File: config.mk
export PLATFORM = sky130hd
export DESIGN_NAME = udp_rx
export DESIGN_NICKNAME = d
export VERILOG_FILES = /design/src/source/udp_rx_pkg.sv /design/src/source/rx_frame_fsm.sv /design/src/source/rx_byte_counter.sv /design/src/source/rx_header_parser.sv /design/src/source/rx_word_packer.sv /design/src/source/udp_rx.sv
export VERILOG_INCLUDE_DIRS = /design/src /design/src/source
export SDC_FILE = /design/constraint.sdc
export NUM_CORES = 1
export LEC_CHECK = 0
export BUFFER_PORTS_ARGS = -buffer_cell sky130_fd_sc_hd__buf_2
export CORE_UTILIZATION = 52
export DETAILED_ROUTE_END_ITERATION = 6
export PLACE_DENSITY_LB_ADDON = 0.08
export SLEW_MARGIN = 15
export SYNTH_ARGS = -nofsm -noshare
export SYNTH_HDL_FRONTEND = slang
export SYNTH_SLANG_ARGS = --single-unit
File: constraint.sdc
create_clock -name clk -period 15.6 [get_ports clk]
set_input_delay 2.34 -clock clk [delete_from_list [all_inputs] [get_ports clk]]
set_output_delay 2.34 -clock clk [all_outputs]
set_load 0.005 [all_outputs]
File: src/source/udp_rx_config.svh
`ifndef UDP_RX_CONFIG_SVH
`define UDP_RX_CONFIG_SVH

// **************************************************
// board identity
// **************************************************
`define BOARD_MAC     48'ha0_b1_c2_d3_e1_e1  // unicast address of this port
`define BOARD_IP      32'hc0_a8_01_0b        // 192.168.1.11

// **************************************************
// protocol constants
// **************************************************
`define ETH_TYPE_IPV4 16'h0800               // ipv4 ethertype
`define UDP_HEAD_LEN  16'd8                  // fixed udp header size

`endif

File: src/source/udp_rx_pkg.sv
package udp_rx_pkg;

    // **************************************************
    // widths with a meaning
    // **************************************************
    typedef logic [7:0]  byte_t;       // one gmii byte
    typedef logic [47:0] mac_addr_t;   // ethernet mac address
    typedef logic [31:0] ip_addr_t;    // ipv4 address
    typedef logic [15:0] byte_len_t;   // length fields and byte counts
    typedef logic [4:0]  stage_cnt_t;  // byte index inside one stage
    typedef logic [31:0] rx_word_t;    // packed payload word

    // **************************************************
    // frame state machine
    // **************************************************
    typedef enum logic [6:0] {
        st_idle     = 7'b000_0001,   // wait for first preamble byte
        st_preamble = 7'b000_0010,   // rest of preamble and sfd
        st_eth_head = 7'b000_0100,   // mac header
        st_ip_head  = 7'b000_1000,   // ipv4 header incl options
        st_udp_head = 7'b001_0000,   // udp header
        st_rx_data  = 7'b010_0000,   // payload
        st_rx_end   = 7'b100_0000    // wait for line idle
    } rx_state_t;

    // **************************************************
    // grouped signals
    // **************************************************
    // parser results seen by the state machine
    typedef struct packed {
        logic       pre_ok;    // byte is 0x55
        logic       sfd_ok;    // byte is 0xd5
        logic       eth_ok;    // mac and ethertype match
        logic       ip_ok;     // destination ip matches
        logic [5:0] ip_last;   // index of last ip header byte
    } hdr_flags_t;

    // end of packet report
    typedef struct packed {
        logic      rec_pkt_done;  // one cycle after last payload byte
        byte_len_t rec_byte_num;  // payload bytes of last packet
    } rx_status_t;

endpackage

File: src/source/rx_frame_fsm.sv
module rx_frame_fsm (
    input  logic                   clk,
    input  logic                   rst_n,
    input  logic                   gmii_rx_dv,
    input  udp_rx_pkg::stage_cnt_t cnt,
    input  logic                   data_last,
    input  udp_rx_pkg::hdr_flags_t flags,
    output udp_rx_pkg::rx_state_t  state,
    output logic                   stage_clr
);
    import udp_rx_pkg::*;

    rx_state_t next_state;
    logic      ip_len_bad;   // header length outside what the counter covers

    // ip header must reach past the address and fit the 5 bit index
    assign ip_len_bad = flags.ip_last[5] || (flags.ip_last < 6'd19);

    // **************************************************
    // state register
    // **************************************************
    always_ff @(posedge clk or negedge rst_n) begin
        if (!rst_n) begin
            state <= st_idle;
        end else begin
            state <= next_state;
        end
    end

    // **************************************************
    // next state
    // **************************************************
    always_comb begin
        next_state = state;
        case (state)
            st_idle: begin
                if (gmii_rx_dv && flags.pre_ok) begin
                    next_state = st_preamble;   // first 0x55 seen
                end
            end
            st_preamble: begin
                if (gmii_rx_dv) begin
                    if (cnt == 5'd6) begin
                        if (flags.sfd_ok) begin
                            next_state = st_eth_head;
                        end else begin
                            next_state = st_rx_end;   // bad delimiter
                        end
                    end else if (!flags.pre_ok) begin
                        next_state = st_rx_end;
                    end
                end
            end
            st_eth_head: begin
                if (gmii_rx_dv && (cnt == 5'd13)) begin
                    if (flags.eth_ok) begin
                        next_state = st_ip_head;
                    end else begin
                        next_state = st_rx_end;   // not for us or not ipv4
                    end
                end
            end
            st_ip_head: begin
                if (gmii_rx_dv) begin
                    if (cnt == 5'd19) begin
                        if (!flags.ip_ok || ip_len_bad) begin
                            next_state = st_rx_end;
                        end else if ({1'b0, cnt} == flags.ip_last) begin
                            next_state = st_udp_head;   // plain 20 byte header
                        end
                    end else if ((cnt > 5'd19) && ({1'b0, cnt} == flags.ip_last)) begin
                        next_state = st_udp_head;   // options done
                    end
                end
            end
            st_udp_head: begin
                if (gmii_rx_dv && (cnt == 5'd7)) begin
                    next_state = st_rx_data;
                end
            end
            st_rx_data: begin
                if (data_last) begin
                    next_state = st_rx_end;
                end
            end
            st_rx_end: begin
                if (!gmii_rx_dv) begin
                    next_state = st_idle;   // line went idle
                end
            end
            default: begin
                next_state = st_idle;
            end
        endcase
    end

    // any change of stage restarts the byte index
    assign stage_clr = (next_state != state);

endmodule

File: src/source/rx_byte_counter.sv
module rx_byte_counter (
    input  logic                   clk,
    input  logic                   rst_n,
    input  logic                   gmii_rx_dv,
    input  udp_rx_pkg::rx_state_t  state,
    input  logic                   stage_clr,
    input  udp_rx_pkg::byte_len_t  data_len,
    output udp_rx_pkg::stage_cnt_t cnt,
    output logic                   data_last
);
    import udp_rx_pkg::*;

    byte_len_t pay_cnt;    // payload bytes taken so far
    logic      in_header;  // states indexed by cnt

    assign in_header = (state == st_preamble) || (state == st_eth_head) ||
                       (state == st_ip_head)  || (state == st_udp_head);

    // **************************************************
    // byte index within a stage
    // **************************************************
    always_ff @(posedge clk or negedge rst_n) begin
        if (!rst_n) begin
            cnt <= '0;
        end else if (stage_clr) begin
            cnt <= '0;
        end else if (gmii_rx_dv && in_header) begin
            cnt <= cnt + 5'd1;   // gaps just hold the index
        end
    end

    // **************************************************
    // payload byte counter
    // **************************************************
    always_ff @(posedge clk or negedge rst_n) begin
        if (!rst_n) begin
            pay_cnt <= '0;
        end else if (state != st_rx_data) begin
            pay_cnt <= '0;
        end else if (gmii_rx_dv) begin
            pay_cnt <= pay_cnt + 16'd1;
        end
    end

    // final payload byte is on the bus now
    assign data_last = (state == st_rx_data) && gmii_rx_dv &&
                       (pay_cnt == (data_len - 16'd1));

endmodule

File: src/source/rx_header_parser.sv
`include "udp_rx_config.svh"

module rx_header_parser (
    input  logic                   clk,
    input  logic                   rst_n,
    input  logic                   gmii_rx_dv,
    input  udp_rx_pkg::byte_t      gmii_rxd,
    input  udp_rx_pkg::rx_state_t  state,
    input  udp_rx_pkg::stage_cnt_t cnt,
    output udp_rx_pkg::hdr_flags_t flags,
    output udp_rx_pkg::byte_len_t  data_len
);
    import udp_rx_pkg::*;

    mac_addr_t   des_mac;      // destination mac, shifted in
    byte_t       eth_type_hi;  // upper ethertype byte
    logic [23:0] des_ip_hi;    // first three bytes of destination ip
    byte_t       udp_len_hi;   // upper udp length byte
    logic [3:0]  ihl;          // ip header length in words

    logic        mac_ok;
    logic [15:0] eth_type;     // ethertype with current byte
    ip_addr_t    cur_ip;       // destination ip with current byte
    byte_len_t   udp_len;      // udp length with current byte

    // **************************************************
    // field capture
    // **************************************************
    always_ff @(posedge clk) begin
        if (gmii_rx_dv) begin
            case (state)
                st_eth_head: begin
                    if (cnt < 5'd6) begin
                        des_mac <= {des_mac[39:0], gmii_rxd};
                    end
                    if (cnt == 5'd12) begin
                        eth_type_hi <= gmii_rxd;
                    end
                end
                st_ip_head: begin
                    if ((cnt >= 5'd16) && (cnt <= 5'd18)) begin
                        des_ip_hi <= {des_ip_hi[15:0], gmii_rxd};
                    end
                end
                st_udp_head: begin
                    if (cnt == 5'd4) begin
                        udp_len_hi <= gmii_rxd;
                    end
                end
                default: ;
            endcase
        end
    end

    // header length and payload length steer the counters
    always_ff @(posedge clk or negedge rst_n) begin
        if (!rst_n) begin
            ihl      <= '0;
            data_len <= '0;
        end else if (gmii_rx_dv) begin
            if ((state == st_ip_head) && (cnt == 5'd0)) begin
                ihl <= gmii_rxd[3:0];   // low nibble of version byte
            end
            if ((state == st_udp_head) && (cnt == 5'd5)) begin
                data_len <= udp_len - `UDP_HEAD_LEN;
            end
        end
    end

    // **************************************************
    // compares on the completing byte
    // **************************************************
    assign eth_type = {eth_type_hi, gmii_rxd};
    assign cur_ip   = {des_ip_hi, gmii_rxd};
    assign udp_len  = {udp_len_hi, gmii_rxd};
    assign mac_ok   = (des_mac == `BOARD_MAC) || (des_mac == {48{1'b1}});

    assign flags.pre_ok  = (gmii_rxd == 8'h55);
    assign flags.sfd_ok  = (gmii_rxd == 8'hd5);
    assign flags.eth_ok  = mac_ok && (eth_type == `ETH_TYPE_IPV4);
    assign flags.ip_ok   = (cur_ip == `BOARD_IP);
    assign flags.ip_last = {ihl, 2'b00} - 6'd1;   // 4 x ihl bytes

endmodule

File: src/source/rx_word_packer.sv
module rx_word_packer (
    input  logic                   clk,
    input  logic                   rst_n,
    input  logic                   gmii_rx_dv,
    input  udp_rx_pkg::byte_t      gmii_rxd,
    input  udp_rx_pkg::rx_state_t  state,
    input  logic                   data_last,
    input  udp_rx_pkg::byte_len_t  data_len,
    output logic                   rec_en,
    output udp_rx_pkg::rx_word_t   rec_data,
    output udp_rx_pkg::rx_status_t status
);
    import udp_rx_pkg::*;

    logic [1:0] lane;   // byte position in the current word
    logic       take;   // payload byte on the bus

    assign take = (state == st_rx_data) && gmii_rx_dv;

    // **************************************************
    // byte lanes and strobes
    // **************************************************
    always_ff @(posedge clk or negedge rst_n) begin
        if (!rst_n) begin
            lane                <= '0;
            rec_en              <= 1'b0;
            rec_data            <= '0;
            status.rec_pkt_done <= 1'b0;
            status.rec_byte_num <= '0;
        end else begin
            rec_en              <= 1'b0;
            status.rec_pkt_done <= 1'b0;
            if (state != st_rx_data) begin
                lane <= '0;
            end else if (take) begin
                lane <= lane + 2'd1;
                case (lane)
                    2'd0: rec_data[31:24] <= gmii_rxd;   // first byte on top
                    2'd1: rec_data[23:16] <= gmii_rxd;
                    2'd2: rec_data[15:8]  <= gmii_rxd;
                    default: begin
                        rec_data[7:0] <= gmii_rxd;
                        rec_en        <= 1'b1;   // word complete
                    end
                endcase
                if (data_last) begin
                    lane                <= '0;
                    status.rec_pkt_done <= 1'b1;
                    status.rec_byte_num <= data_len;   // held until next done
                end
            end
        end
    end

endmodule

File: src/source/udp_rx.sv
module udp_rx (
    input  logic                   clk,
    input  logic                   rst_n,
    input  logic                   gmii_rx_dv,
    input  udp_rx_pkg::byte_t      gmii_rxd,
    output logic                   rec_en,
    output udp_rx_pkg::rx_word_t   rec_data,
    output udp_rx_pkg::rx_status_t status
);
    import udp_rx_pkg::*;

    rx_state_t  state;       // registered frame stage
    logic       stage_clr;
    stage_cnt_t cnt;
    logic       data_last;
    hdr_flags_t flags;
    byte_len_t  data_len;    // payload bytes from udp header

    // **************************************************
    // control
    // **************************************************
    rx_frame_fsm fsm_i (
        .clk        (clk),
        .rst_n      (rst_n),
        .gmii_rx_dv (gmii_rx_dv),
        .cnt        (cnt),
        .data_last  (data_last),
        .flags      (flags),
        .state      (state),
        .stage_clr  (stage_clr)
    );

    rx_byte_counter cnt_i (
        .clk        (clk),
        .rst_n      (rst_n),
        .gmii_rx_dv (gmii_rx_dv),
        .state      (state),
        .stage_clr  (stage_clr),
        .data_len   (data_len),
        .cnt        (cnt),
        .data_last  (data_last)
    );

    // **************************************************
    // data path
    // **************************************************
    rx_header_parser hdr_i (
        .clk        (clk),
        .rst_n      (rst_n),
        .gmii_rx_dv (gmii_rx_dv),
        .gmii_rxd   (gmii_rxd),
        .state      (state),
        .cnt        (cnt),
        .flags      (flags),
        .data_len   (data_len)
    );

    rx_word_packer pack_i (
        .clk        (clk),
        .rst_n      (rst_n),
        .gmii_rx_dv (gmii_rx_dv),
        .gmii_rxd   (gmii_rxd),
        .state      (state),
        .data_last  (data_last),
        .data_len   (data_len),
        .rec_en     (rec_en),
        .rec_data   (rec_data),
        .status     (status)
    );

endmodule

-- Word-level counts from Yosys, hierarchy flattened
Cells that the tools add are included.
- input port bits: 11
- output and inout bits: 50
- flip-flop bits (word level): 188
- bitwise operators: 2
- order comparisons: 5
- muxes and demuxes: 29
- add/subtract/negate cells: 6
- eq/ne operators: 26
- reductions and logical operators: 35
- operators by type and width (cell ; number):
    $mux 7 ; 15
    $eq 48x48->1 const B ; 2
    $mux 17 ; 3
    $pmux 7 s7 ; 1
    $eq 32x32->1 const B ; 1
    $mux 16 ; 2
    $reduce_and 3->1 ; 9
    $eq 5x3->1 const B ; 4
    $add 16x1->16 const B ; 1
    $eq 16x12->1 const B ; 1
    $eq 16x16->1 ; 1
    $sub 16x1->16 const B ; 1
    $sub 16x4->16 const B ; 1
    $logic_and 1x1->1 ; 11
    $eq 5x4->1 const B ; 2
    $mux 5 ; 2
    $eq 8x7->1 const B ; 1
    $eq 8x8->1 const B ; 1
    $eq 7x1->1 const B ; 1
    $eq 7x2->1 const B ; 1
    $eq 7x3->1 const B ; 1
    $eq 7x4->1 const B ; 1
    $eq 7x5->1 const B ; 1
    $eq 7x6->1 const B ; 1
    other kinds (25) ; 38

-- Longest topological paths before layout
Gate-level depths: netlist of run 1.
- depth after elaboration: 10
- depth in mapped cells: 11
- mapped depth without buffers: 9

-- Modules after synthesis
A second synthesis of run 1 with hierarchy kept.
- cells, all modules: 653
- area, all modules: 8605.8 um2
- by module, submodules not included (module ; area an instance (um2) ; cells each ; times used):
    rx_header_parser ; 4129.0 ; 252 ; 1
    rx_word_packer ; 2122.0 ; 126 ; 1
    rx_byte_counter ; 1604.0 ; 179 ; 1
    rx_frame_fsm ; 750.7 ; 96 ; 1

-- Worst setup path before layout of run 1
OpenSTA, ideal clock, no wires.
- kind: input to register
- start point: input port gmii_rx_dv
- end point: register hdr_i.des_mac[0], enable pin
- slack: 7.099 ns
- path buffers: 1
- stages: 3
- required time: 15.011 ns
- arrival: 7.912 ns
- cells stage by stage: clkbuf_1 -> clkinv_1 -> nor4b_1
- cells in the longest elaborated chain, start to end: 1
- RTL lines (what ; RTL line ; RTL):
    start: declaration ; udp_rx.sv:4 ; input logic gmii_rx_dv,
    $reduce_and 3->1 (no source line) ; -- ;
    end signal: assignment ; rx_header_parser.sv:34 ; des_mac <= {des_mac[39:0], gmii_rxd};
    end: declaration ; rx_header_parser.sv:15 ; mac_addr_t des_mac;
No other way between the ends.
A chain may end at the register's enable or synchronous reset.

-- Worst setup path after layout of run 1
- start point: input port gmii_rxd[2]
- end point: register cnt_i.cnt[2]
- cells in the longest elaborated chain, start to end: 9
- elaborated cells on any way between the ends: 22
- those cells by class: eq/ne (5); mux (12); reduce/logical (5)
- RTL lines (what ; RTL line ; RTL):
    start: declaration ; udp_rx.sv:5 ; input udp_rx_pkg::byte_t gmii_rxd,
    $eq 32x32->1 (no source line) ; -- ;
    $logic_not 1->1 ; rx_frame_fsm.sv:66 ; if (!flags.ip_ok || ip_len_bad) begin
    $logic_or 1x1->1 ; rx_frame_fsm.sv:66 ;
    $mux 7 ; rx_frame_fsm.sv:66 ;
    $mux 7 ; rx_frame_fsm.sv:65 ; if (cnt == 5'd19) begin
    $mux 7 ; rx_frame_fsm.sv:64 ; if (gmii_rx_dv) begin
    $pmux 7 s7 (*) ; rx_frame_fsm.sv:35 ; case (state)
    $ne 7x7->1 (*) ; rx_frame_fsm.sv:98 ; assign stage_clr = (next_state != state);
    $mux 5 / $reduce_bool 2->1 (equally long branches) ; -- ;
    end signal: assignment ; rx_byte_counter.sv:28 ; cnt <= cnt + 5'd1;
    end: declaration ; rx_byte_counter.sv:8 ; output udp_rx_pkg::stage_cnt_t cnt,
Every way passes the cells marked *; elsewhere a longest branch is shown, timed or not.

==> results.cfg, run 1 <==
[run_status]
outcome = completed

[clock_tree]
cts_hold_buf = 0
cts_resized = 0
cts_inserted_buffers = 17
path_clk_slew_ps = 70
clk_latency_ps = 420
tritoncts = built
htree_levels = 4
cts.sinks = 188
clockBufferDepth = 2
cts_setup_buffers = 0
cts_root_buf = clkbuf_16

[placement]
dpl_worst_slack_ps = 10960
io_buffers = 60
dp_hpwl_mm = 12.04
gp_congestion = 0.9187

[power_and_ir_drop]
seqPwrFrac_pct = 53.6
share_clk_of_total_power_pct = 42.6
ir_worst_vdd_v = 0.00008996
power_w = 0.0009758
combPwrFrac_pct = 3.8
switching_share_pct = 23.11
p_leak_nw = 3.913
p_per_area_nw_per_um2 = 103.0
internal_power_w = 0.0007503
p_switching_w = 0.0002255

[global_routing]
grt_pass1_vias = 5391
grt_pass1_wl_mm = 28.44
grtUsageTotal_pct = 22.63
overflow = 0
grt_max_degree = 70
antenna_found_initial = 0

[layout]
antenna_cells = 0
areaGrowthSynthToFinish_pct = 12.74
nFillCells = 1301
nets = 755
drive_gt1_share_pct = 21.27

[floorplanning]
num_rows = 46
io_pins = 61
core_um2 = 15830
start_util_pct = 53.10
die_w_um = 129.1
dieArea_um2 = 16670
die_h_um = 129.1

[logic_synthesis]
syn_area_per_cell_um2 = 12.47
synth_nets = 699
syn_area_um2 = 8404
synth_ff_type = dfrtp_1
synthArstFlopShare_pct = 53.19
yosysWarnings = 0
synth_cell_types = 63
synth_seq_area_share_pct = 61.23
yosys_register_bits = 188
netlist_instances = 674
synth-edff-count = 88

[timing]
tightestPinTransition_ps = 954.1
period_share_pct = 27.27
hold_viol_final = 0
finalClockSkew_ps = 11.46
rsz0062_at_grt = false
tns_ps = 0
setup_ws_ps = 11350
slew_viol_final = 0
min_period_ps = 4254
setup_violations = 0
max_freq_mhz = 235.1
whs_ps = 447.1
relSlewSlack_pct = 35.50

[setup_path]
slowest_delay_ps = 450
crit_slowest_cell = a2111oi_0
crit_path_end_kind = flip-flop
cp.arrival_ps = 4590
cp.required_ps = 15930
critPathKind = primary input to flip-flop
start_kind = primary input
path_cells = buf_2, and4b_1, and3_1, nand2b_1, a221o_1, a2111oi_0, o2111ai_1, nor3_1
rrSetupSlack_ps = 11640
critPathMaxFanout = 13

[drt]
wl_per_cell_um = 18.32
final_antenna_net_count = 0
firstDrtPassIters = 5
drt-total-wl_mm = 17.57
routed_via_density = 5.772
drc = 0
initialDrtViolationCount = 466
vias = 5535

[run]
drv_cap = 0

[worst_hold_path]
holdCritPathClass = flip-flop to flip-flop
## logic make-up after synthesis
family | after synthesis | share of synthesized area (%)
XOR/XNOR | 56 | 5.836
AO/OA/AOI/OAI | 83 | 6.193
flip-flops | 188 | 61.23
adder cells (fa/ha/maj) | 14 | 2.084
buffers and inverters | 45 | 2.337
multiplexers | 46 | 6.506
AND/OR/NAND/NOR | 242 | 15.81
## per-layer routing
layer	vias to the layer above	global-route usage (%)	routed length, µm
li1	2616	-	-
met1	2754	31.33	8128
met2	146	36.27	8475
met3	19	4.459	736
met4	0	6.851	226
met5	-	0	0
## power by group through the flow
stage	Combinational, W	Sequential [W]	Clock [W]
2_1_floorplan	0.0000236	0.000529	0
3_3_place_gp	0.0000366	0.000533	0
3_5_place_dp	0.0000370	0.000533	0
4_1_cts	0.0000372	0.000522	0.000426
5_1_grt	0.0000421	0.000523	0.000446
6_report	0.0000370	0.000523	0.000416
## Yosys cell counts, types with 2 or more instances
cell,instances,area (µm²)
nand3_1,18,90.09
nand2_1,57,214.0
nor4_1,25,156.4
nand3b_1,2,15.01
xnor2_1,32,280.3
o311ai_0,3,26.28
mux2_4,8,120.1
mux2_2,37,416.7
ha_1,14,175.2
buf_1,2,7.510
or4_1,3,22.52
nand4_1,25,156.4
a211oi_1,2,15.01
a31oi_1,4,25.02
and3_1,8,50.05
or3_1,7,43.79
nor2b_1,2,12.51
buf_2,3,15.01
or2_2,6,37.54
a21oi_1,15,75.07
dfrtp_1,99,2477
edfxtp_1,88,2643
nand2b_1,5,31.28
and4b_1,3,30.03
xor2_1,24,210.2
inv_1,16,60.06
o41ai_1,3,26.28
buf_6,3,33.78
nor2_1,35,131.4
o211ai_1,2,15.01
nor4bb_1,5,50.05
nor3_1,22,110.1
o21ai_0,38,190.2
nor3b_1,3,22.52
and4_1,3,26.28
a22oi_1,2,15.01
clkbuf_1,19,71.32
nor4b_1,6,52.55
## critical path: cells and delay by family
kind | cells | cell delay, ps
AO/OA/AOI/OAI | 3 | 1150
buffers and inverters | 1 | 280
AND/OR/NAND/NOR | 4 | 790
## registers in the layout, summed over array words and instances (netlist names)
register,cells
pack_i.rec_en,1
hdr_i.eth_type_hi,8
hdr_i.udp_len_hi,8
pack_i.status,17
pack_i.rec_data,32
hdr_i.ihl,4
hdr_i.des_ip_hi,24
fsm_i.state,7
hdr_i.des_mac,48
cnt_i.pay_cnt,16
cnt_i.cnt,5
hdr_i.data_len,16
pack_i.lane,2
## per-stage QoR
step / instance area, µm² / utilization, % / cells
CTS: 9469 / 59.83 / 959
global route: 9475 / 59.87 / 959
detailed placement: 8894 / 56.19 / 927
finish: 9475 / 59.87 / 959
global placement: 8894 / 56.19 / 927
floorplan: 8404 / - / 674
## layout make-up
class	count	area (µm²)	area share, %
clock inverters	14	125.1	1.320
inverters	17	63.81	0.6734
repair buffers	65	340.3	3.592
flip-flops and latches	188	5146	54.31
clock buffers	18	450.4	4.754
multi-input cells	441	3079	32.50
well taps	216	270.3	2.852
## worst paths after layout
check,end,cells past startpoint,from
hold / removal,hdr_i.des_mac[30],0,hdr_i.des_mac[22]
setup / recovery,cnt_i.cnt[2],8,gmii_rxd[2]
max in group asynchronous,pack_i.rec_data[0],2,rst_n
setup reg to reg,pack_i.status[15],10,hdr_i.data_len[0]
min in group asynchronous,pack_i.status[11],1,rst_n
hold reg to reg,hdr_i.des_mac[30],0,hdr_i.des_mac[22]
## layout by cell type, fill, tap and decap left out, types with 2 or more instances in the layout
master and instances:
a21oi_1 15, a22oi_1 2, a31oi_1 4, and3_1 8
and4_1 3, and4b_1 3, buf_2 59, buf_4 6
clkbuf_16 18, clkinv_2 2, clkinv_4 3, dfrtp_1 99
edfxtp_1 88, ha_1 14, inv_1 16, inv_6 5
inv_8 2, mux2_2 37, mux2_4 8, nand2_1 57
nand2b_1 5, nand3_1 18, nand3b_1 2, nand4_1 25
nor2_1 35, nor2b_1 2, nor3_1 22, nor3b_1 3
nor4_1 24, nor4b_1 5, nor4bb_1 5, o211ai_1 2
o21ai_0 38, o311ai_0 3, o41ai_1 3, or2_2 6
or3_1 7, or4_1 3, xnor2_1 32, xor2_1 24
Power figures use the tool's default switching activity.
==> run 2: changes to the inputs <==
==> constraint.sdc (replaced) <==
create_clock -name clk -period 4.07 [get_ports clk]
set_input_delay 0.6105 -clock clk [delete_from_list [all_inputs] [get_ports clk]]
set_output_delay 0.6105 -clock clk [all_outputs]
set_load 0.005 [all_outputs]
==> run 2 against run 1 <==
Compared with the run above: register-to-register slack worse by 11000 ps; sequential share of layout area fell by 0.61 points; hold slack got worse by 320 ps; global-route usage down 0.37 points; clock power grew to 4.1 times the previous value; highest routed layer unchanged.
==> results.cfg, run 2 (same netlist as run 1, synthesis figures left out) <==
[run_status]
outcome = completed

[global_routing]
overflow = 0
grt_pass1_vias = 5290
grt_max_degree = 49
grt_pass1_wl_mm = 28.11
grtUsageTotal_pct = 22.26
antenna_found_initial = 0

[floorplanning]
die_w_um = 129.1
die_h_um = 129.1
start_util_pct = 53.10
io_pins = 61
core_um2 = 15830
num_rows = 46
dieArea_um2 = 16670

[drt]
drc = 0
final_antenna_net_count = 0
initialDrtViolationCount = 563
drt-total-wl_mm = 17.62
wl_per_cell_um = 18.22
vias = 5491
firstDrtPassIters = 5
routed_via_density = 5.678

[layout]
antenna_cells = 0
drive_gt1_share_pct = 21.97
final_util_pct = 60.55
mostFrequentLayoutCell = dfrtp_1
postLayoutCellArea_um2 = 9583
areaGrowthSynthToFinish_pct = 14.02
layout_common_cells = 99 x dfrtp_1, 88 x edfxtp_1, 59 x buf_2
regMostFlops = hdr_i.des_mac
nets = 763
finalNonFillerCells = 967
largest_reg_flops = 48
reg_top3 = hdr_i.des_mac: 48 flops, pack_i.rec_data: 32 flops, hdr_i.des_ip_hi: 24 flops

[power_and_ir_drop]
switching_share_pct = 21.40
internal_power_w = 0.003042
p_switching_w = 0.0008283
ir_worst_vdd_v = 0.0002932
p_per_area_nw_per_um2 = 403.9
combPwrFrac_pct = 4.0
seqPwrFrac_pct = 51.8
p_leak_nw = 3.974
share_clk_of_total_power_pct = 44.2

[setup_path]
cp.required_ps = 4380
critPathMaxFanout = 10
cp.arrival_ps = 3780
crit_buf_inv = 2
crit_path_end_kind = flip-flop
critPathKind = flip-flop to flip-flop
start_kind = flip-flop
crit_slowest_cell = or4b_1
slowest_delay_ps = 610
path_cells = inv_1, ha_1, or4b_1, o21ai_1, o41ai_1, a221oi_1, o2111ai_2, nor4_4, buf_4, mux2_4
critical_path.top_delay_family = simple AND/OR/NAND/NOR gates

[clock_tree]
cts_setup_buffers = 0
clk_latency_ps = 430
path_clk_slew_ps = 70
cts_inserted_buffers = 17
clockBufferDepth = 2
cts_hold_buf = 0
cts_root_buf = clkbuf_16
tritoncts = built
cts_resized = 0
cts.sinks = 188
htree_levels = 4

[timing]
setup_violations = 0
setup_ws_ps = 602.8
tns_ps = 0
relSlewSlack_pct = 40.09
min_period_ps = 3467
hold_viol_final = 0
rsz0062_at_grt = false
period_share_pct = 85.19
tightestPinTransition_ps = 890.5
slew_viol_final = 0
finalClockSkew_ps = 10.23
max_freq_mhz = 288.4

[run]
drv_cap = 0

[placement]
gp_congestion = 0.8852
io_buffers = 60
placed_cell_area_um2 = 8962
dpl_worst_slack_ps = 688.3
dp_hpwl_mm = 12.06
dp.cells = 935

[worst_hold_path]
holdCritPathClass = primary input to asynchronous set/reset pin
run 2: changes by cell type in the layout (fill, tap and decap cells not counted), sizes merged:
cell / before / now
clkbuf: 18 / 21
buf: 65 / 73
bufinv: 0 / 2
clkinvlp: 0 / 2
inv: 24 / 19
clkinv: 7 / 5
run 2: final timing paths:
kind                                startpoint             endpoint  slack, ps  cells after the start
max                          hdr_i.data_len[0]    pack_i.status[11]        600                     10
min                                      rst_n    pack_i.status[13]        130                      1
max reg2reg                  hdr_i.data_len[0]    pack_i.status[11]        600                     10
min reg2reg                hdr_i.des_ip_hi[13]  hdr_i.des_ip_hi[21]        450                      0
max in group asynchronous                rst_n         hdr_i.ihl[3]       3060                      2
min in group clk           hdr_i.des_ip_hi[13]  hdr_i.des_ip_hi[21]        450                      0
run 2: area by class of cell:
cell class	count	area (µm²)
fill	1259	6245
clock buffer	21	494.2
tap	216	270.3
sequential	188	5146
clock inverter	11	126.4
timing repair buffer	73	400.4
inverter	17	63.81
multi-input combinational	441	3082
run 2: routing by layer:
metal,share of wire (%),track usage [%],vias to the layer above
li1,-,-,2621
met1,48,31.78,2700
met2,47,34.28,153
met3,4.3,5.367,17
met4,1.0,5.606,0
met5,0,0,-
run 2: through the flow:
stage               total power [W]  hold slack (ps)
global placement           0.002194            431.2
floorplan                  0.002120            314.9
detailed placement         0.002199            433.7
global route               0.003994            141.5
CTS                        0.003903            137.6
finish                     0.003871            126.5
run 2: power by group through the flow:
stage          Sequential [W]  Combinational [W]  Clock, W
2_1_floorplan         0.00203          0.0000907         0
3_3_place_gp          0.00204           0.000153         0
3_5_place_dp          0.00204           0.000156         0
4_1_cts               0.00200           0.000157   0.00174
5_1_grt               0.00200           0.000173   0.00182
6_report              0.00200           0.000156   0.00171
